$ cat src/logic/reg_file.sv
// 32 x 32-bit integer register file, two async reads and one clocked write
`timescale 1ns/1ns

module reg_file (
    input  logic        clk,
    input  logic        rst_n,
    input  logic [4:0]  rs1_addr,
    output logic [31:0] rs1_data,
    input  logic [4:0]  rs2_addr,
    output logic [31:0] rs2_data,
    input  logic        we,
    input  logic [4:0]  waddr,
    input  logic [31:0] wdata
);

    logic [31:0] regs [32];

    // x0 hardwired to zero on the read side
    assign rs1_data = (rs1_addr == 5'd0) ? '0 : regs[rs1_addr];
    assign rs2_data = (rs2_addr == 5'd0) ? '0 : regs[rs2_addr];

    always_ff @(posedge clk or negedge rst_n)
    begin
        if (!rst_n)
        begin
            for (int i = 0; i < 32; i++)
                regs[i] <= '0;
        end
        else if (we && waddr != 5'd0)
        begin
            regs[waddr] <= wdata;
        end
    end

endmodule

$ cat config.mk
export PLATFORM = sky130hd
export DESIGN_NAME = reg_file
export DESIGN_NICKNAME = d
export VERILOG_FILES = /design/src/logic/reg_file.sv
export SDC_FILE = /design/constraint.sdc
export NUM_CORES = 2
export LEC_CHECK = 0
export CORE_MARGIN = 2
export CORE_UTILIZATION = 33
export DETAILED_ROUTE_END_ITERATION = 12
export DONT_BUFFER_PORTS = 1
export PLACE_DENSITY = 0.57
export SETUP_SLACK_MARGIN = 0.2
export SYNTH_ARGS = -nofsm -noshare
export SYNTH_HDL_FRONTEND = slang
export SYNTH_SLANG_ARGS = --single-unit
$ cat constraint.sdc
create_clock -name clk -period 2.4 [get_ports clk]
set_input_delay 0.24 -clock clk [delete_from_list [all_inputs] [get_ports clk]]
set_output_delay 0.24 -clock clk [all_outputs]
set_load 0.01 [all_outputs]
==> key figures <==
Finish
  – Area of the multi-input gates: about 29000 sq um
  – Max reg flops: 1024
  – Post-route design area: approximately 63000 sq um
  – Share of layout cells above drive strength 1: 56.6%
  – Reg area: 25600 sq um
  – Fillers: 15500
  – Reg with most FFs: regs
  – Finished Core Util: 38.4%
  – Final nets: 3639
  – Post-synthesis to final-layout area growth: 15.5%
  – Final std cells w/o fill: 5851
  – Top flop regs: regs (1024)

Clock tree
  – Hold_buf cts: 48
  – Clock Tree Buf Depth: 3
  – CTS tree: yes
  – Total CTS buffers: 106
  – CTS root buf: clkbuf_16
  – CTS H-tree depth: 3
  – CTS clk-pin slew, worst paths: 0.06 ns
  – Clock Sink Count: 1024
  – Clk Latency, worst-skew pair: around 0.70 ns

Global routing
  – GR Overflow Total: 0
  – Largest net degree at the start of global routing: slightly below 300
  – Vias in the first global route: 35800
  – Initial antenna violation count: 10
  – Global-route wire length before repair: 261000 microns
  – Global Route Usage Sum: 20.9%

STA
  – Hold Vio Cnt, Final: 517
  – Clock Skews: 0 ns
  – Worst Tran Pin Value: 1.49 ns
  – Final worst-path cycle share: 113%
  – RSZ-0062 raised after global routing: yes
  – Slew headroom: less than 1%
  – Max Fclk: 0.369 GHz
  – Final Hold Slack: -0.771 ns
  – Final Max Slew Viols: 0
  – Fin worst setup slack: -0.308 ns
  – Final worst path period need: 2.71 ns
  – Final setup fails: 64

Pwr
  – Reg power frac: 45.9%
  – Int Pwr: 36500 uW
  – Psw: 13400 uW
  – Clock network power share: 33.1%
  – Leakage power: 0.0268 uW
  – Pwr Density: between 700 and 800 nW/um^2
  – Net Sw Frac: 26.8%
  – VDD IR-drop max: 0.549 mV
  – Combinational share of power: 21.0%

Routing
  – Wire per inst: 30.6 microns
  – Initial DRT Pass Iterations: 6
  – Post-route antenna net violation count: 0
  – DRT iter0 DRCs: ~3400
  – Via count: 34900
  – # DRC: 0
  – Vias per inst: ~6
  – Post-Route WL: 179000 microns

Logic synthesis
  – Sequential cell area fraction in the yosys report: between 40% and 50%
  – Synth Area per Inst: 15.2 sq um
  – Synth cell types: 37
  – Synth Cell Area: 55000 sq um
  – Syn nets: 3663
  – YS warnings: 0
  – Yosys reg bits: 1024
  – Synth Instances: between 3000 and 4000

Critical path
  – Worst EP arrival: approximately 2.5 ns
  – Startpoint types: flop
  – Reg2Reg Depth: 2
  – Reg2reg end: regs[629]
  – Reg-to-reg slack, setup: a little over 1 ns
  – Reg2reg start: regs[629]
  – Worst Setup End Kind: output pin
  – Crit path required time: 2.16 ns
  – Max FO, Critical Path: 3
  – Crit path kind: flop to output pin

Placed design
  – PortBufs: 0
  – Dpl hpwl: 100000 microns
  – Setup Slack @ Placement: -0.416 ns
  – Placed Area: 58000 sq um
  – Placer Congestion: 0.792
  – Placed Cells: 5608

Die
  – Starting Density: 33.3%
  – Row count: 149
  – Die Width: 412 microns
  – I/O Pins: 114
  – Area of the core: 165000 sq um
  – Die area: between 150000 and 200000 sq um
  – Die Span Y: roughly 410 microns

Outcome
  – Failing checks: negative hold slack, negative setup slack
  – Outcome: finished with violations

Min path
  – Hold Crit Class: input pin to asynchronous set/reset pin

Run
  – MaxCap Viol Count: 0
==> cells by family (layout without fill, tap and decap cells) <==
group           after synthesis  count (layout)  share of synthesized area [%]
mux                        1632            1632                           42.7
buf+inv                     427             475                           4.20
other cells                   0               1                              0
simple gates                161             161                           1.64
compound gates              369             369                           4.82
flops                      1024            1024                           46.6
==> power groups by stage <==
stage	combinational, uW	clock (uW)	sequential [uW]
after CTS	10300	16800	22800
after global placement	9150	0	22900
final	10500	16500	22900
after floorplan	7660	0	22300
after global routing	11200	17500	23300
after detailed placement	9320	0	23100
==> placed cells by master, fill, tap and decap left out, types with 6 or more instances in the layout <==
master	n
o21ai_0	16
a221oi_1	47
a311oi_4	11
mux2_1	75
clkbuf_8	26
a211oi_4	7
mux4_1	20
buf_12	55
nor2_4	18
clkbuf_1	20
o21ai_1	44
mux2_4	43
a211oi_1	13
a311oi_1	12
nor2_1	6
buf_6	29
nand2_1	32
clkinv_2	19
buf_4	163
a311oi_2	41
clkbuf_16	107
nor2b_4	22
mux4_2	428
mux2_2	938
a211oi_2	44
dlygate4sd3_1	41
o21ai_2	41
a22oi_1	45
nand2_4	11
o21ai_4	12
a22oi_2	19
mux2i_1	128
o2111ai_1	15
dfrtp_1	1024
nor2b_1	43
==> synth_stat cells (all sizes together) <==
library cell     n  area share [%]
and2             2           0.023
or3b             1           0.016
or4              2           0.041
a22oi           64            0.87
mux2i          128             2.3
mux4           448              19
o21ai          113             1.0
mux2          1056              22
nor3b            4           0.082
nor2b           67            0.77
a221oi          49            0.78
buf            232             2.9
nand2           47            0.32
and3             1           0.011
nor2            24            0.22
clkbuf         193             1.3
nand2b           2           0.023
a211oi          64            0.87
inv              2           0.014
dfrtp         1024              47
nor3             1          0.0091
or2              4           0.046
o2111ai         15            0.24
a311oi          64             1.0
nand3            2           0.018
and2b            1           0.018
nand3b           3           0.041
==> cell type report <==
| class | count | share of cell area [%] |
|---|---|---|
| timing repair buffer | 293 | 5.02 |
| tap | 2189 | 4.31 |
| inverter | 2 | 0.0197 |
| clock inverter | 28 | 0.404 |
| antenna | 1 | 0.00394 |
| clock buffer | 152 | 4.88 |
| multi-input combinational | 2162 | 45.0 |
| sequential | 1024 | 40.4 |
==> routing by layer <==
| layer | routed length (microns) | up-vias | GRT usage (%) | part of all wire, % |
|---|---|---|---|---|
| met2 | 80100 | 1330 | 31.3 | 45 |
| met4 | 4270 | 8 | 4.94 | 2.4 |
| met1 | 81100 | 19300 | 30.7 | 45 |
| li1 | - | 14000 | - | - |
| met5 | 83 | - | 0 | 0.046 |
| met3 | 13800 | 271 | 4.88 | 7.7 |
==> stage by stage <==
step	TNS (ns)	power, uW
after detailed placement	-1.29	32400
after CTS	-14.81	49900
final	-12.47	49900
after global placement	-0.899	32100
after floorplan	0	30000
after global routing	-17.15	51900
==> critical path: stages, from the launching register on <==
cell and delay (ns):
dfrtp_1 0.39, mux4_2 0.48, nor2b_4 0.14, a211oi_2 0.30, a311oi_2 0.13, buf_4 0.18, buf_4 0.14
==> repair_timing <==
| item | 4_1_cts | 5_1_grt |
|---|---|---|
| pin swaps | 67 | 45 |
| endpoints found under the hold margin | 1567 | 575 |
| setup endpoints to repair | 64 | 64 |
| resized for setup | 290 | 98 |
| buffers inserted | 4 | 10 |
==> how the worst max path moves through the flow <==
stage,to,from,depth (start not counted),slack [ns]
floorplan,rs1_data[10],rs1_addr[0],7,0.55
global placement,rs2_data[17],rs2_addr[1],6,-0.36
detailed placement,rs2_data[17],rs2_addr[1],6,-0.42
CTS,rs2_data[16],regs[912],7,-0.33
global route,rs2_data[26],regs[954],5,-0.38
finish,rs2_data[21],regs[949],6,-0.31
(Power assumes the default switching activity.)
