**src/common/rv_isa_pkg.sv**
```systemverilog
// rv32i opcode, funct and instruction format definitions shared by decode and the testbench
package rv_isa_pkg;

    // major opcodes of the supported subset
    typedef enum logic [6:0] {
        op_load   = 7'b0000011,
        op_store  = 7'b0100011,
        op_op     = 7'b0110011,
        op_op_imm = 7'b0010011,
        op_branch = 7'b1100011,
        op_jal    = 7'b1101111
    } opcode_e;

    // funct3 for alu ops, shared by op and op_imm
    localparam logic [2:0] f3_add_sub = 3'b000;
    localparam logic [2:0] f3_slt     = 3'b010;
    localparam logic [2:0] f3_or      = 3'b110;
    localparam logic [2:0] f3_and     = 3'b111;

    // funct3 for conditional branches
    localparam logic [2:0] f3_beq = 3'b000;
    localparam logic [2:0] f3_bne = 3'b001;
    localparam logic [2:0] f3_blt = 3'b100;
    localparam logic [2:0] f3_bge = 3'b101;

    // funct7 marking sub in r-type
    localparam logic [6:0] f7_sub_alt = 7'b0100000;

    typedef struct packed {
        logic [6:0] funct7;
        logic [4:0] rs2;
        logic [4:0] rs1;
        logic [2:0] funct3;
        logic [4:0] rd;
        opcode_e    opcode;
    } r_fmt_t;

    typedef struct packed {
        logic [11:0] imm_11_0;
        logic [4:0]  rs1;
        logic [2:0]  funct3;
        logic [4:0]  rd;
        opcode_e     opcode;
    } i_fmt_t;

    typedef struct packed {
        logic [6:0] imm_11_5;
        logic [4:0] rs2;
        logic [4:0] rs1;
        logic [2:0] funct3;
        logic [4:0] imm_4_0;
        opcode_e    opcode;
    } s_fmt_t;

    // branch offset scattered around the register fields
    typedef struct packed {
        logic       imm_12;
        logic [5:0] imm_10_5;
        logic [4:0] rs2;
        logic [4:0] rs1;
        logic [2:0] funct3;
        logic [3:0] imm_4_1;
        logic       imm_11;
        opcode_e    opcode;
    } b_fmt_t;

    typedef struct packed {
        logic       imm_20;
        logic [9:0] imm_10_1;
        logic       imm_11;
        logic [7:0] imm_19_12;
        logic [4:0] rd;
        opcode_e    opcode;
    } j_fmt_t;

    // one instruction word, read through whichever format applies
    typedef union packed {
        r_fmt_t r_fmt;
        i_fmt_t i_fmt;
        s_fmt_t s_fmt;
        b_fmt_t b_fmt;
        j_fmt_t j_fmt;
    } instr_u;

endpackage

```
**src/common/ctrl_pkg.sv**
```systemverilog
// pipeline control word, alu operation codes and stage register layouts
package ctrl_pkg;

    // next pc source, same codes as the old jump field
    typedef enum logic [1:0] {
        pc_seq  = 2'b01,
        pc_jal  = 2'b10,
        pc_trap = 2'b11
    } pc_sel_e;

    // writeback result source
    typedef enum logic [1:0] {
        res_alu  = 2'b00,
        res_mem  = 2'b01,
        res_link = 2'b10
    } result_sel_e;

    // coarse alu class handed to alu_deco
    typedef enum logic [1:0] {
        sel_add    = 2'b00,
        sel_branch = 2'b01,
        sel_funct  = 2'b10
    } alu_sel_e;

    typedef enum logic [2:0] {
        alu_add = 3'd0,
        alu_sub = 3'd1,
        alu_and = 3'd2,
        alu_or  = 3'd3,
        alu_slt = 3'd4
    } alu_op_e;

    typedef struct packed {
        logic        branch;
        pc_sel_e     pc_sel;
        result_sel_e result_sel;
        logic        mem_w;
        logic        alu_src_imm;
        logic        reg_w;
        alu_sel_e    alu_sel;
        logic        illegal;
    } ctrl_t;

    // decode to execute
    typedef struct packed {
        logic        valid;
        ctrl_t       ctrl;
        alu_op_e     alu_op;
        logic [2:0]  funct3;
        logic [31:0] pc;
        logic [31:0] rs1_val;
        logic [31:0] rs2_val;
        logic [31:0] imm;
        logic [4:0]  rd;
    } dec_ex_t;

    // execute to writeback
    typedef struct packed {
        logic        valid;
        ctrl_t       ctrl;
        logic [31:0] alu_res;
        logic [31:0] store_data;
        logic [31:0] link;
        logic [4:0]  rd;
    } ex_wb_t;

endpackage

```
**src/decode/main_deco.sv**
```systemverilog
// main control decoder, turns an opcode into the pipeline control word
`timescale 1ns/1ns

module main_deco (
    input  rv_isa_pkg::opcode_e op_code,
    output ctrl_pkg::ctrl_t     ctrl
);

    always_comb
    begin
        // safe defaults, every class overrides what it needs
        ctrl             = '0;
        ctrl.pc_sel      = ctrl_pkg::pc_seq;
        ctrl.result_sel  = ctrl_pkg::res_alu;
        ctrl.alu_sel     = ctrl_pkg::sel_add;
        case (op_code)
            rv_isa_pkg::op_load:
            begin
                // address is rs1 + imm, data from memory
                ctrl.result_sel  = ctrl_pkg::res_mem;
                ctrl.alu_src_imm = 1'b1;
                ctrl.reg_w       = 1'b1;
            end
            rv_isa_pkg::op_store:
            begin
                ctrl.mem_w       = 1'b1;
                ctrl.alu_src_imm = 1'b1;
            end
            rv_isa_pkg::op_op:
            begin
                ctrl.reg_w   = 1'b1;
                ctrl.alu_sel = ctrl_pkg::sel_funct;
            end
            rv_isa_pkg::op_branch:
            begin
                // compare rs1 against rs2, no write
                ctrl.branch  = 1'b1;
                ctrl.alu_sel = ctrl_pkg::sel_branch;
            end
            rv_isa_pkg::op_op_imm:
            begin
                ctrl.alu_src_imm = 1'b1;
                ctrl.reg_w       = 1'b1;
                ctrl.alu_sel     = ctrl_pkg::sel_funct;
            end
            rv_isa_pkg::op_jal:
            begin
                // rd gets pc + 4, alu result unused
                ctrl.pc_sel      = ctrl_pkg::pc_jal;
                ctrl.result_sel  = ctrl_pkg::res_link;
                ctrl.alu_src_imm = 1'b1;
                ctrl.reg_w       = 1'b1;
            end
            default:
            begin
                // csr and anything unknown end up here
                ctrl.pc_sel  = ctrl_pkg::pc_trap;
                ctrl.illegal = 1'b1;
            end
        endcase
    end

    // no class both stores and writes a register
    always_comb
    begin
        assert (!(ctrl.mem_w && ctrl.reg_w))
            else $error("main_deco: mem_w and reg_w both set");
    end

endmodule

```
**src/decode/alu_deco.sv**
```systemverilog
// alu decoder, maps the alu class and funct fields to an alu operation
`timescale 1ns/1ns

module alu_deco (
    input  ctrl_pkg::alu_sel_e alu_sel,
    input  logic [2:0]         funct3,
    input  logic               funct7_b5,
    input  logic               is_op,
    output ctrl_pkg::alu_op_e  alu_op
);

    always_comb
    begin
        case (alu_sel)
            ctrl_pkg::sel_branch:
            begin
                // funct3[2] splits equality tests from signed less-than
                alu_op = funct3[2] ? ctrl_pkg::alu_slt : ctrl_pkg::alu_sub;
            end
            ctrl_pkg::sel_funct:
            begin
                case (funct3)
                    rv_isa_pkg::f3_add_sub:
                    begin
                        // addi has no sub, the funct7 bit is part of its imm
                        alu_op = (is_op && funct7_b5) ? ctrl_pkg::alu_sub : ctrl_pkg::alu_add;
                    end
                    rv_isa_pkg::f3_slt: alu_op = ctrl_pkg::alu_slt;
                    rv_isa_pkg::f3_or:  alu_op = ctrl_pkg::alu_or;
                    rv_isa_pkg::f3_and: alu_op = ctrl_pkg::alu_and;
                    default:            alu_op = ctrl_pkg::alu_add;
                endcase
            end
            // loads, stores, jal
            default: alu_op = ctrl_pkg::alu_add;
        endcase
    end

endmodule

```
**src/decode/decode_stage.sv**
```systemverilog
// decode stage, reads operands, builds the immediate and registers the decode bundle
`timescale 1ns/1ns

module decode_stage (
    input  logic                clk,
    input  logic                rst_n,
    input  logic                instr_valid,
    input  rv_isa_pkg::instr_u  instr,
    input  logic [31:0]         pc,
    input  logic [31:0]         rs1_data,
    input  logic [31:0]         rs2_data,
    output logic [4:0]          rs1_addr,
    output logic [4:0]          rs2_addr,
    output ctrl_pkg::dec_ex_t   dec_ex
);

    ctrl_pkg::ctrl_t   deco_ctrl;
    ctrl_pkg::alu_op_e deco_alu_op;
    logic [31:0]       imm;

    // register indices sit at the same place in every format
    assign rs1_addr = instr.r_fmt.rs1;
    assign rs2_addr = instr.r_fmt.rs2;

    main_deco u_main_deco (
        .op_code (instr.r_fmt.opcode),
        .ctrl    (deco_ctrl)
    );

    alu_deco u_alu_deco (
        .alu_sel   (deco_ctrl.alu_sel),
        .funct3    (instr.r_fmt.funct3),
        .funct7_b5 (instr.r_fmt.funct7[5]),
        .is_op     (instr.r_fmt.opcode == rv_isa_pkg::op_op),
        .alu_op    (deco_alu_op)
    );

    // sign extended immediate, view picked by opcode
    always_comb
    begin
        case (instr.r_fmt.opcode)
            rv_isa_pkg::op_load, rv_isa_pkg::op_op_imm:
                imm = {{20{instr.i_fmt.imm_11_0[11]}}, instr.i_fmt.imm_11_0};
            rv_isa_pkg::op_store:
                imm = {{20{instr.s_fmt.imm_11_5[6]}}, instr.s_fmt.imm_11_5,
                       instr.s_fmt.imm_4_0};
            rv_isa_pkg::op_branch:
                imm = {{19{instr.b_fmt.imm_12}}, instr.b_fmt.imm_12, instr.b_fmt.imm_11,
                       instr.b_fmt.imm_10_5, instr.b_fmt.imm_4_1, 1'b0};
            rv_isa_pkg::op_jal:
                imm = {{11{instr.j_fmt.imm_20}}, instr.j_fmt.imm_20, instr.j_fmt.imm_19_12,
                       instr.j_fmt.imm_11, instr.j_fmt.imm_10_1, 1'b0};
            default:
                imm = '0;
        endcase
    end

    always_ff @(posedge clk or negedge rst_n)
    begin
        if (!rst_n)
        begin
            dec_ex <= '0;
        end
        else
        begin
            dec_ex.valid   <= instr_valid;
            // bubbles carry an all-zero control word
            dec_ex.ctrl    <= instr_valid ? deco_ctrl : '0;
            dec_ex.alu_op  <= deco_alu_op;
            dec_ex.funct3  <= instr.r_fmt.funct3;
            dec_ex.pc      <= pc;
            dec_ex.rs1_val <= rs1_data;
            dec_ex.rs2_val <= rs2_data;
            dec_ex.imm     <= imm;
            dec_ex.rd      <= instr.r_fmt.rd;
        end
    end

    // an idle input slot never turns into a write one cycle later
    a_bubble_no_write: assert property (@(posedge clk) disable iff (!rst_n)
        !instr_valid |=> !(dec_ex.ctrl.reg_w || dec_ex.ctrl.mem_w));

endmodule

```
**config.mk**
```make
export PLATFORM = sky130hd
export DESIGN_NAME = decode_stage
export DESIGN_NICKNAME = d
export VERILOG_FILES = /design/src/common/rv_isa_pkg.sv /design/src/common/ctrl_pkg.sv /design/src/decode/main_deco.sv /design/src/decode/alu_deco.sv /design/src/decode/decode_stage.sv
export SDC_FILE = /design/constraint.sdc
export NUM_CORES = 1
export LEC_CHECK = 0
export BUFFER_PORTS_ARGS = -buffer_cell sky130_fd_sc_hd__buf_2
export CORE_MARGIN = 10
export CORE_UTILIZATION = 40
export DETAILED_ROUTE_END_ITERATION = 10
export GPL_TIMING_DRIVEN = 0
export PLACE_DENSITY = 0.83
export RECOVER_POWER = 50
export SKIP_LAST_GASP = 1
export SLEW_MARGIN = 15
export SYNTH_ARGS = -nofsm -noshare
export SYNTH_HDL_FRONTEND = slang
export SYNTH_SLANG_ARGS = --single-unit
export TNS_END_PERCENT = 20
```
**constraint.sdc**
```tcl
create_clock -name clk -period 0.95 [get_ports clk]
set_clock_uncertainty 0.2 [all_clocks]
set_input_delay 0.0475 -clock clk [delete_from_list [all_inputs] [get_ports clk]]
set_output_delay 0.0475 -clock clk [all_outputs]
set_load 0.02 [all_outputs]
```
==> results.tsv <==
metric	value	unit
grt_pass1_vias	4485	
path_clk_slew	0.06	ns
pre_cts_slack	-1.08	ns
drc	0	
finalMaxSlewViolations	0	
placed_area	5800	um^2
clock_sinks	139	
critPathArrivalTime	1.31	ns
fillCellCount	508	
p_switching	3.66	mW
yosys_warnings	0	
drtIter0Drc	191	
synth_top_flop_cell	dfrtp_1	
p_int	10.5	mW
vias	3785	
fin_tns_setup	-60.93	ns
yosys.area.top_type	dfrtp_1	
start_util	0.415	
regMostFlops	dec_ex	
hold_class	in2async	
yosys.area.top_type_share	0.845	
outcome	complete, but fails checks	
io_buffers	291	
leakagePower	4.20	nW
pin_count	292	
syn_nets	363	
die_width	121	um
design_area	8070	um^2
violations	negative hold slack, negative setup slack	
largestRegisters	dec_ex: 139 flops	
ant_nets	0	
vias_per_cell	4.59	
slew_headroom	0.417	
holdWs	-0.531	ns
largest_reg_flops	139	
clkPwrFrac	0.429	
core-area	9910	um^2
cp-start-kind	register	
fin_ws	-0.609	ns
ys_seq_area_frac	0.845	
first_pass_iters	5	
cts_inserted_buffers	17	
clockBufferDepth	2	
cts_tree	done	
crit_type	reg2out	
synth.avg_cell_area	18.0	um^2
finalCritPeriodShare	1.64	
gp_congestion	0.831	
antenna_found_initial	4	
final_nets	807	
p_seq_frac	0.442	
totalWireLength	19500	um
avgRoutedWirePerCell	23.7	um
postSynthCellCount	229	
max_cap_viol_count	0	
final_util	0.814	
ys_types	31	
rsz0062_at_grt	yes	
p_comb_frac	0.129	
dp_cells	654	
area_growth	96.0	%
root_buffer	clkbuf_8	
rows	36	
timing.fmax	0.641	GHz
synth-edff-count	0	
syn_area	4110	um^2
die_h	121	um
die-area	14700	um^2
synth-seq-cells	139	
worst_pin_slew	0.875	ns
drive_gt1_frac	0.535	
total_power	14.2	mW
fin_crit	1.56	ns
grt.total_usage	0.250	
synth_area_leaders	dfrtp_1, buf_4, a21o_1, a22o_1, ha_1	
setup_viol	181	
place_hpwl	11500	um
grt_pass1_wl	27400	um
cts_max_level	4	
yosysMostFrequentCell	dfrtp_1	
ys_async_sr_fraction	1.00	
ir_drop	1.07	mV
overflow	0	
worst_setup_path_end_kind	primary output	
power_density	1760	nW/um^2
ys_top_cells_by_count	dfrtp_1, buf_4, a21o_1	
critical_path.max_fanout	6	
switching_share	0.257	
grt_max_degree	79	
stdcell_count	824	
critical_path_required	0.70	ns
hold_viol_final	95	
-- worst max-delay path, stage by stage (launching register included) --
cell     delay (ns)
dfrtp_2        0.42
buf_6          0.15
buf_6          0.12
buf_6          0.12
-- logic make-up after synthesis --
kind of cell             after synthesis  synth area share
flip-flops                           139             0.845
AND/OR/NAND/NOR                       37            0.0581
buffers and inverters                 26            0.0441
AO/OA/AOI/OAI                         24            0.0432
adder cells (fa/ha/maj)                3           0.00913
-- cell type report --
class,count,area [um^2],area share
Antenna cell,5,12.5,0.00155
Buffer,23,215,0.0267
Clock buffer,19,422,0.0523
Clock inverter,13,120,0.0149
Inverter,3,13.8,0.00171
Multi-Input combinational cell,64,543,0.0673
Sequential cell,139,3480,0.431
Tap cell,133,166,0.0206
Timing Repair Buffer,425,3090,0.383
-- worst paths after layout --
check,start,to,slack [ns],cells past startpoint
max,dec_ex[35],dec_ex[36],-0.61,3
min,rst_n,dec_ex[135],-0.53,1
max in group asynchronous,rst_n,dec_ex[40],0.22,2
min in group clk,instr[4],dec_ex[145],-0.39,2
-- power by group through the flow --
stage | combinational (mW) | sequential [mW] | clock [mW]
floorplan | 0.130 | 6.68 | 0
global placement | 1.20 | 6.33 | 0
CTS | 1.73 | 6.24 | 6.09
global route | 1.94 | 6.29 | 6.41
finish | 1.83 | 6.27 | 6.09
detailed placement | 1.25 | 6.34 | 0
-- timing repair --
action / CTS / global route
hold buffers: 124 / 3
setup endpoints to repair: 177 / 182
hold endpoints to repair: 278 / 197
pin swaps: 7 / 5
resized for setup: 87 / 43
setup buffers: 5 / 4
-- cell usage in the layout (no fill, tap or decap), types with 6 or more instances in the layout --
cell type,n
buf_6,62
dlygate4sd3_1,123
clkbuf_16,16
a21o_1,8
buf_4,16
buf_2,236
nor2b_1,6
dfrtp_1,138
clkbuf_1,10
-- routing by layer --
| layer | up-vias | GRT usage | wire, um |
|---|---|---|---|
| met4 | 0 | 0.0902 | 558 |
| met1 | 1910 | 0.234 | 6100 |
| met3 | 36 | 0.0963 | 1810 |
| met5 | - | 0 | 0 |
| li1 | 1624 | - | - |
| met2 | 215 | 0.477 | 11100 |
(Power assumes the default switching activity.)
