## src/common/rv_isa_pkg.sv

```systemverilog
// rv32i opcode, funct and instruction format definitions shared by decode and the testbench
package rv_isa_pkg;

    // major opcodes of the supported subset
    typedef enum logic [6:0] {
        op_load   = 7'b0000011,
        op_store  = 7'b0100011,
        op_op     = 7'b0110011,
        op_op_imm = 7'b0010011,
        op_branch = 7'b1100011,
        op_jal    = 7'b1101111
    } opcode_e;

    // funct3 for alu ops, shared by op and op_imm
    localparam logic [2:0] f3_add_sub = 3'b000;
    localparam logic [2:0] f3_slt     = 3'b010;
    localparam logic [2:0] f3_or      = 3'b110;
    localparam logic [2:0] f3_and     = 3'b111;

    // funct3 for conditional branches
    localparam logic [2:0] f3_beq = 3'b000;
    localparam logic [2:0] f3_bne = 3'b001;
    localparam logic [2:0] f3_blt = 3'b100;
    localparam logic [2:0] f3_bge = 3'b101;

    // funct7 marking sub in r-type
    localparam logic [6:0] f7_sub_alt = 7'b0100000;

    typedef struct packed {
        logic [6:0] funct7;
        logic [4:0] rs2;
        logic [4:0] rs1;
        logic [2:0] funct3;
        logic [4:0] rd;
        opcode_e    opcode;
    } r_fmt_t;

    typedef struct packed {
        logic [11:0] imm_11_0;
        logic [4:0]  rs1;
        logic [2:0]  funct3;
        logic [4:0]  rd;
        opcode_e     opcode;
    } i_fmt_t;

    typedef struct packed {
        logic [6:0] imm_11_5;
        logic [4:0] rs2;
        logic [4:0] rs1;
        logic [2:0] funct3;
        logic [4:0] imm_4_0;
        opcode_e    opcode;
    } s_fmt_t;

    // branch offset scattered around the register fields
    typedef struct packed {
        logic       imm_12;
        logic [5:0] imm_10_5;
        logic [4:0] rs2;
        logic [4:0] rs1;
        logic [2:0] funct3;
        logic [3:0] imm_4_1;
        logic       imm_11;
        opcode_e    opcode;
    } b_fmt_t;

    typedef struct packed {
        logic       imm_20;
        logic [9:0] imm_10_1;
        logic       imm_11;
        logic [7:0] imm_19_12;
        logic [4:0] rd;
        opcode_e    opcode;
    } j_fmt_t;

    // one instruction word, read through whichever format applies
    typedef union packed {
        r_fmt_t r_fmt;
        i_fmt_t i_fmt;
        s_fmt_t s_fmt;
        b_fmt_t b_fmt;
        j_fmt_t j_fmt;
    } instr_u;

endpackage

```

## src/common/ctrl_pkg.sv

```systemverilog
// pipeline control word, alu operation codes and stage register layouts
package ctrl_pkg;

    // next pc source, same codes as the old jump field
    typedef enum logic [1:0] {
        pc_seq  = 2'b01,
        pc_jal  = 2'b10,
        pc_trap = 2'b11
    } pc_sel_e;

    // writeback result source
    typedef enum logic [1:0] {
        res_alu  = 2'b00,
        res_mem  = 2'b01,
        res_link = 2'b10
    } result_sel_e;

    // coarse alu class handed to alu_deco
    typedef enum logic [1:0] {
        sel_add    = 2'b00,
        sel_branch = 2'b01,
        sel_funct  = 2'b10
    } alu_sel_e;

    typedef enum logic [2:0] {
        alu_add = 3'd0,
        alu_sub = 3'd1,
        alu_and = 3'd2,
        alu_or  = 3'd3,
        alu_slt = 3'd4
    } alu_op_e;

    typedef struct packed {
        logic        branch;
        pc_sel_e     pc_sel;
        result_sel_e result_sel;
        logic        mem_w;
        logic        alu_src_imm;
        logic        reg_w;
        alu_sel_e    alu_sel;
        logic        illegal;
    } ctrl_t;

    // decode to execute
    typedef struct packed {
        logic        valid;
        ctrl_t       ctrl;
        alu_op_e     alu_op;
        logic [2:0]  funct3;
        logic [31:0] pc;
        logic [31:0] rs1_val;
        logic [31:0] rs2_val;
        logic [31:0] imm;
        logic [4:0]  rd;
    } dec_ex_t;

    // execute to writeback
    typedef struct packed {
        logic        valid;
        ctrl_t       ctrl;
        logic [31:0] alu_res;
        logic [31:0] store_data;
        logic [31:0] link;
        logic [4:0]  rd;
    } ex_wb_t;

endpackage

```

## src/logic/execute_stage.sv

```systemverilog
// execute stage, alu, branch decision and target, registers the writeback bundle
`timescale 1ns/1ns

module execute_stage (
    input  logic              clk,
    input  logic              rst_n,
    input  ctrl_pkg::dec_ex_t dec_ex,
    output ctrl_pkg::ex_wb_t  ex_wb,
    output logic              redirect_valid,
    output logic [31:0]       redirect_pc
);

    logic [31:0] op_b;
    logic [31:0] alu_res;
    logic        cond;
    logic        take;

    // second operand, register or immediate
    assign op_b = dec_ex.ctrl.alu_src_imm ? dec_ex.imm : dec_ex.rs2_val;

    always_comb
    begin
        case (dec_ex.alu_op)
            ctrl_pkg::alu_sub: alu_res = dec_ex.rs1_val - op_b;
            ctrl_pkg::alu_and: alu_res = dec_ex.rs1_val & op_b;
            ctrl_pkg::alu_or:  alu_res = dec_ex.rs1_val | op_b;
            ctrl_pkg::alu_slt: alu_res = {31'd0, $signed(dec_ex.rs1_val) < $signed(op_b)};
            default:           alu_res = dec_ex.rs1_val + op_b;
        endcase
    end

    // branch test on the alu result, sub for eq/ne, slt for lt/ge
    always_comb
    begin
        case (dec_ex.funct3)
            rv_isa_pkg::f3_beq: cond = (alu_res == '0);
            rv_isa_pkg::f3_bne: cond = (alu_res != '0);
            rv_isa_pkg::f3_blt: cond = alu_res[0];
            rv_isa_pkg::f3_bge: cond = !alu_res[0];
            default:            cond = 1'b0;
        endcase
    end

    assign take = dec_ex.valid &&
                  ((dec_ex.ctrl.branch && cond) || dec_ex.ctrl.pc_sel == ctrl_pkg::pc_jal);

    always_ff @(posedge clk or negedge rst_n)
    begin
        if (!rst_n)
        begin
            ex_wb          <= '0;
            redirect_valid <= 1'b0;
            redirect_pc    <= '0;
        end
        else
        begin
            ex_wb.valid      <= dec_ex.valid;
            ex_wb.ctrl       <= dec_ex.ctrl;
            ex_wb.alu_res    <= alu_res;
            ex_wb.store_data <= dec_ex.rs2_val;
            ex_wb.link       <= dec_ex.pc + 32'd4;
            ex_wb.rd         <= dec_ex.rd;
            redirect_valid   <= take;
            // same adder target for branches and jal
            redirect_pc      <= dec_ex.pc + dec_ex.imm;
        end
    end

    // redirect only ever comes from a live branch or jal
    a_redirect_class: assert property (@(posedge clk) disable iff (!rst_n)
        redirect_valid |-> ex_wb.valid &&
                           (ex_wb.ctrl.branch || ex_wb.ctrl.pc_sel == ctrl_pkg::pc_jal));

endmodule

```

## config.mk

```make
export PLATFORM = sky130hd
export DESIGN_NAME = execute_stage
export DESIGN_NICKNAME = d
export VERILOG_FILES = /design/src/common/rv_isa_pkg.sv /design/src/common/ctrl_pkg.sv /design/src/logic/execute_stage.sv
export SDC_FILE = /design/constraint.sdc
export NUM_CORES = 1
export LEC_CHECK = 0
export BUFFER_PORTS_ARGS = -buffer_cell sky130_fd_sc_hd__buf_2
export CAP_MARGIN = 15
export CORE_UTILIZATION = 30
export CTS_CLUSTER_DIAMETER = 80
export CTS_CLUSTER_SIZE = 40
export DETAILED_ROUTE_END_ITERATION = 7
export SKIP_CTS_REPAIR_TIMING = 1
export SLEW_MARGIN = 20
export SYNTH_ARGS = -nofsm -noshare
export SYNTH_HDL_FRONTEND = slang
export SYNTH_SLANG_ARGS = --single-unit
```

## constraint.sdc

```tcl
create_clock -name clk -period 0.8 [get_ports clk]
set_clock_uncertainty 0.2 [all_clocks]
set_input_delay 0.08 -clock clk [delete_from_list [all_inputs] [get_ports clk]]
set_output_delay 0.08 -clock clk [all_outputs]
set_load 0.05 [all_outputs]
```

==> impl_metrics.json, run 1 <==
{
  "outcome": "finished with violations",
  "violations": "negative hold slack, negative setup slack",
  "fin_nets": 2552,
  "syn_nets": 1670,
  "h-tree-depth": 4,
  "grt_pass1_vias": 13765,
  "switching_share": 0.407,
  "dieArea_um2": 41700,
  "via_per_inst": 5.06,
  "cts_max_path_buffers": 2,
  "clkTransAtPathRegs_ns": 0.07,
  "power_frac_clock": 0.217,
  "fmax_mhz": 273,
  "synth.avg_cell_area_um2": 8.95,
  "synthTopCellsByArea": "dfrtp_1 (30%), ha_1 (15%), a21oi_1 (4.1%), xnor2_1 (4.1%), inv_1 (3.9%)",
  "drt-met1-wl_um": 21100,
  "yosysMostFrequentCell": "dfrtp_1",
  "tightest_slew_ns": 0.834,
  "stdcell_area_um2": 22800,
  "start_util": 0.306,
  "grt_pass1_wl_um": 75800,
  "overflow": 0,
  "hold_start": "dec_ex[125]",
  "crit_path_cell_trace": "buf_12, buf_8, mux2i_4, buf_12, ha_4, o21ba_4, or4_4, nand4b_4, a31oi_4, buf_4, a21oi_4, xnor2_2, a2111o_1, or4_4, nor4_4, a21oi_1, nand3b_1",
  "num_vias": 14137,
  "vdd_drop_max_mv": 1.66,
  "async_reset_ff_frac": 1.00,
  "route.met3.wl_um": 3250,
  "crit_fanout": 5,
  "root_buffer": "clkbuf_16",
  "crit_path_end_kind": "register",
  "dr.max_layer_used": "met5",
  "core_area_um2": 40000,
  "yosysWarnings": 0,
  "netSwitchingPower_w": 0.0154,
  "startpoint_type": "primary input",
  "placed_cell_area_um2": 19200,
  "slew_headroom": 0.438,
  "final.period_utilization": 4.58,
  "max_stage_delay_ns": 0.52,
  "antenna_left": 0,
  "synth.distinct_cells": 106,
  "arrival_ns": 3.82,
  "die_y_um": 204,
  "cts_buffers": 17,
  "areaGrowthSynthToFinish_pct": 85.8,
  "p_comb_frac": 0.543,
  "cts_tree": "done",
  "drv_cap": 0,
  "p_leak_nw": 10.7,
  "io_buffers": 298,
  "rsz0062_at_grt": "true",
  "yosysSeqAreaShare": 0.298,
  "seqPwrFrac": 0.240,
  "grt_antenna_before_repair": 6,
  "wl_per_cell_um": 19.6,
  "ys_top_cells_by_count": "dfrtp_1 (146), ha_1 (144), inv_1 (129), a21oi_1 (101), nor2_1 (94)",
  "hold_ws_ns": -0.347,
  "io_pins": 299,
  "drt_wl_total_um": 54800,
  "synth_seq_cells": 146,
  "setup_viol": 375,
  "required_ns": 0.95,
  "drcViolationCount": 0,
  "crit_buf_inv": 4,
  "dp_hpwl_um": 43200,
  "gp_congestion": 0.955,
  "wl_met2_um": 28300,
  "synthCells": 1370,
  "p_per_area_nw_per_um2": 1660,
  "slew_violations": 0,
  "track_usage": 0.241,
  "synth_edf_count": 0,
  "grt_start_max_net_pins": 34,
  "whs_path_depth": 2,
  "period_needed_ns": 3.66,
  "min_path_type": "in -> reg",
  "intPower_w": 0.0224,
  "row_count": 73,
  "finalHoldViolations": 69,
  "worst-path-stages": 17,
  "drt_iter0_markers": 749,
  "critPathTopFamily": "simple AND/OR/NAND/NOR gates",
  "netlist.area_leader.share": 0.298,
  "synth.cell_area_um2": 12300,
  "fin_util": 0.569,
  "nFillCells": 3320,
  "synth_top_cell_by_area": "dfrtp_1",
  "cts.sinks": 146,
  "cp_slowest_cell": "or4_4",
  "drive_above_1_share": 0.576,
  "path_class": "in -> reg",
  "min_to": "ex_wb[29]",
  "layout_setup_ws_ns": -2.86,
  "fp.dieW_um": 204,
  "first_pass_iters": 5,
  "synth-main-ff-cell": "dfrtp_1"
}
kinds of logic after synthesis:
kind of cell	after synthesis	share of synthesized area
AND/OR/NAND/NOR	396	0.175
AO/OA/AOI/OAI	376	0.212
flip-flops	146	0.298
buffers and inverters	181	0.0691
XOR/XNOR	77	0.0550
adder cells (fa/ha/maj)	147	0.152
multiplexers	47	0.0394
power groups by stage:
stage,clock network [W],registers [W],logic (W)
6_report,0.00821,0.00907,0.0205
5_1_grt,0.00871,0.00915,0.0216
4_1_cts,0.00837,0.00892,0.0177
3_5_place_dp,0,0.00906,0.0176
3_3_place_gp,0,0.00906,0.0174
2_1_floorplan,0,0.0122,0.00602
per-stage QoR:
stage	power, W	instances	TNS (ns)	hold slack (ns)	setup slack (ns)
after global routing	0.0395	2791	-235.41	-0.342	-2.98
after CTS	0.0349	2691	-190.20	-0.818	-3.12
after detailed placement	0.0266	2659	-159.80	-0.302	-3.62
after global placement	0.0265	2659	-157.40	-0.302	-3.53
final	0.0378	2793	-214.12	-0.347	-2.86
after floorplan	0.0182	1370	-103.30	-0.416	-2.93
registers in the layout (all words and copies together) (netlist names):
signal	flops
redirect_pc	32
ex_wb	113
redirect_valid	1
metal layers:
| layer | track usage | vias to the layer above |
|---|---|---|
| met5 | 0 | - |
| met4 | 0.0874 | 8 |
| met3 | 0.0540 | 115 |
| met2 | 0.428 | 476 |
| met1 | 0.280 | 6841 |
| li1 | - | 6697 |
layout by cell type, fill, tap and decap left out, types with 10 or more instances in the layout:
cell	Yosys	routed
a21o_1	20	20
a21oi_1	101	69
a21oi_2	1	27
and3_1	16	12
buf_12	0	45
buf_2	4	139
buf_4	0	515
buf_6	7	154
clkbuf_16	0	17
dfrtp_2	0	145
dlygate4sd3_1	0	54
ha_1	144	115
ha_2	0	10
ha_4	0	19
inv_1	129	124
mux2i_1	46	25
mux2i_4	0	13
nand2_1	83	73
nand2b_1	15	14
nand3_1	36	31
nand4_1	22	22
nor2_1	94	79
nor2_2	1	10
nor2b_1	19	17
nor3_1	24	20
o211ai_1	16	16
o21a_1	15	13
o21ai_0	66	45
o21ai_1	5	10
o21ai_2	2	15
o21bai_1	10	10
xnor2_1	57	42
xnor2_2	0	14
xor2_1	20	19
area by class of cell:
class | instances | area, um2 | area share
multi-input cells | 1043 | 9380 | 0.412
repair buffers | 914 | 7840 | 0.344
inverters | 130 | 488 | 0.0214
well taps | 525 | 657 | 0.0288
flip-flops and latches | 146 | 3830 | 0.168
clock buffers | 18 | 429 | 0.0188
diodes | 3 | 7.51 | 0.000330
clock inverters | 14 | 146 | 0.00643
worst max path at each step:
stage                           start        endpoint  slack [ns]
after floorplan           dec_ex[143]  redirect_valid       -2.93
after global placement    dec_ex[143]  redirect_valid       -3.53
after detailed placement  dec_ex[143]  redirect_valid       -3.62
after CTS                 dec_ex[143]  redirect_valid       -3.12
after global routing      dec_ex[143]  redirect_valid       -2.98
final                     dec_ex[143]  redirect_valid       -2.86
Note: power is estimated with default switching activity, not from simulation.
==> run 2, diff against run 1 <==
CORE_ASPECT_RATIO = 0.9   (was default)
GPL_TIMING_DRIVEN = 0   (was default)
==> run 2 against run 1 <==
The flow still finishes with violations (negative hold slack, negative setup slack). Clock power is 2% higher. Setup slack got worse by 0.19 ns. Global-route usage is 2.1 points lower. Fmax fell by 5.0%. Critical path depth is 1 higher. Power decreased by 8.8%. Clock-buffer cell count increased by 1. Largest power group unchanged. Highest routed layer unchanged.
==> impl_metrics.json, run 2 (synthesis gave the netlist of run 1 again) <==
{
  "via_per_inst": 5.27,
  "p_leak_nw": 8.49,
  "crit_path_end_kind": "register",
  "wl_met2_um": 25000,
  "stdcell_area_um2": 19600,
  "crit_path_cell_trace": "buf_8, clkbuf_16, clkbuf_16, mux2i_4, ha_4, buf_6, nor2b_4, o31a_1, or3_4, a31oi_4, buf_6, a21oi_4, xnor2_2, a2111o_1, or4_4, nor4_4, a21oi_1, nand3b_1",
  "max_stage_delay_ns": 0.43,
  "fin_setup_tns_ns": -207.21,
  "wl_per_cell_um": 21.3,
  "drt-met1-wl_um": 21300,
  "first_pass_iters": 6,
  "core_area_um2": 39900,
  "drcViolationCount": 0,
  "final.period_utilization": 4.82,
  "root_buffer": "clkbuf_16",
  "h-tree-depth": 4,
  "violations": "negative hold slack, negative setup slack",
  "cp_slowest_cell": "a2111o_1",
  "layout_commonest_cell": "buf_6",
  "drv_cap": 0,
  "grt_start_max_net_pins": 94,
  "gp_congestion": 0.935,
  "setup_viol": 239,
  "layout_setup_ws_ns": -3.06,
  "dr.max_layer_used": "met5",
  "placed_cell_area_um2": 15200,
  "drt_wl_total_um": 50600,
  "cts_max_path_buffers": 2,
  "required_ns": 0.95,
  "startpoint_type": "primary input",
  "arrival_ns": 4.00,
  "cts_tree": "done",
  "cts.sinks": 146,
  "tightest_slew_ns": 1.18,
  "critPathTopFamily": "simple AND/OR/NAND/NOR gates",
  "track_usage": 0.219,
  "fin_nets": 2129,
  "grt_antenna_before_repair": 6,
  "areaGrowthSynthToFinish_pct": 60.1,
  "die_y_um": 194,
  "hold_ws_ns": -0.689,
  "vdd_drop_max_mv": 1.46,
  "num_vias": 12526,
  "reg.largest.list": "ex_wb (113), redirect_pc (32), redirect_valid (1)",
  "slew_violations": 0,
  "top_register": "ex_wb",
  "place_worst_setup_slack_ns": -4.01,
  "min_path_type": "in -> async",
  "p_total_w": 0.0345,
  "nFillCells": 3616,
  "grt_pass1_vias": 11473,
  "dieArea_um2": 41700,
  "path_class": "in -> reg",
  "start_util": 0.307,
  "io_buffers": 297,
  "crit_fanout": 6,
  "drive_above_1_share": 0.479,
  "p_per_area_nw_per_um2": 1760,
  "overflow": 0,
  "rsz0062_at_grt": "true",
  "drt_iter0_markers": 849,
  "fin_util": 0.492,
  "fp.dieW_um": 215,
  "outcome": "finished with violations",
  "io_pins": 299,
  "cts_buffers": 17,
  "row_count": 69,
  "slew_headroom": 0.206,
  "clkTransAtPathRegs_ns": 0.06,
  "finalHoldViolations": 209,
  "fmax_mhz": 259,
  "route.met3.wl_um": 3050,
  "final_cell_mix": "buf_6 (178), dfrtp_2 (145), buf_2 (134)",
  "dp_hpwl_um": 38200,
  "antenna_left": 0,
  "grt_pass1_wl_um": 69200,
  "period_needed_ns": 3.86,
  "largest_reg_flops": 113,
  "crit_buf_inv": 5
}
run 2: cell types whose count changed in the layout (fill, tap and decap cells not counted), moves of 6 or more:
cell	change
xnor2_1	+6
a21oi_2	-6
clkbuf_1	+15
a21oi_4	+6
buf_12	-39
buf_6	+24
dlygate4sd3_1	+13
nand3_1	-7
clkbuf_8	+12
mux2i_4	+8
buf_4	-455
nand3_2	+11
mux2i_1	-8
run 2: layer usage:
| layer | global-route usage | vias to the layer above |
|---|---|---|
| li1 | - | 5849 |
| met1 | 0.281 | 6149 |
| met2 | 0.366 | 447 |
| met3 | 0.0576 | 75 |
| met4 | 0.0536 | 6 |
| met5 | 0 | - |
run 2: worst max-delay path by stage:
stage               slack, ns  cells past startpoint             end         from
detailed placement      -4.01                     16  redirect_valid  dec_ex[143]
finish                  -3.06                     18  redirect_valid  dec_ex[143]
global placement        -4.01                     16  redirect_valid  dec_ex[143]
global route            -3.18                     18  redirect_valid  dec_ex[143]
CTS                     -3.51                     16  redirect_valid  dec_ex[143]
floorplan               -2.93                     16  redirect_valid  dec_ex[143]
run 2: report_power, final:
part	total, W	switching [W]	internal (W)
registers	0.00892	0.000470	0.00845
clock network	0.00837	0.00366	0.00472
logic	0.0172	0.0104	0.00681
total	0.0345	0.0145	0.0200
run 2: layout make-up:
type	count	area, um2	area share
multi-input cells	1043	9600	0.489
repair buffers	445	4000	0.204
flip-flops and latches	146	3830	0.195
well taps	532	666	0.0339
inverters	130	488	0.0249
plain buffers	46	448	0.0228
clock buffers	19	443	0.0226
clock inverters	12	145	0.00739
diodes	4	10.0	0.000510
run 2: metrics by stage:
| stage | hold slack [ns] | cells |
|---|---|---|
| floorplan | -0.416 | 1370 |
| global placement | -0.0125 | 2199 |
| detailed placement | -0.176 | 2200 |
| CTS | -0.682 | 2231 |
| global route | -0.662 | 2376 |
| finish | -0.689 | 2377 |
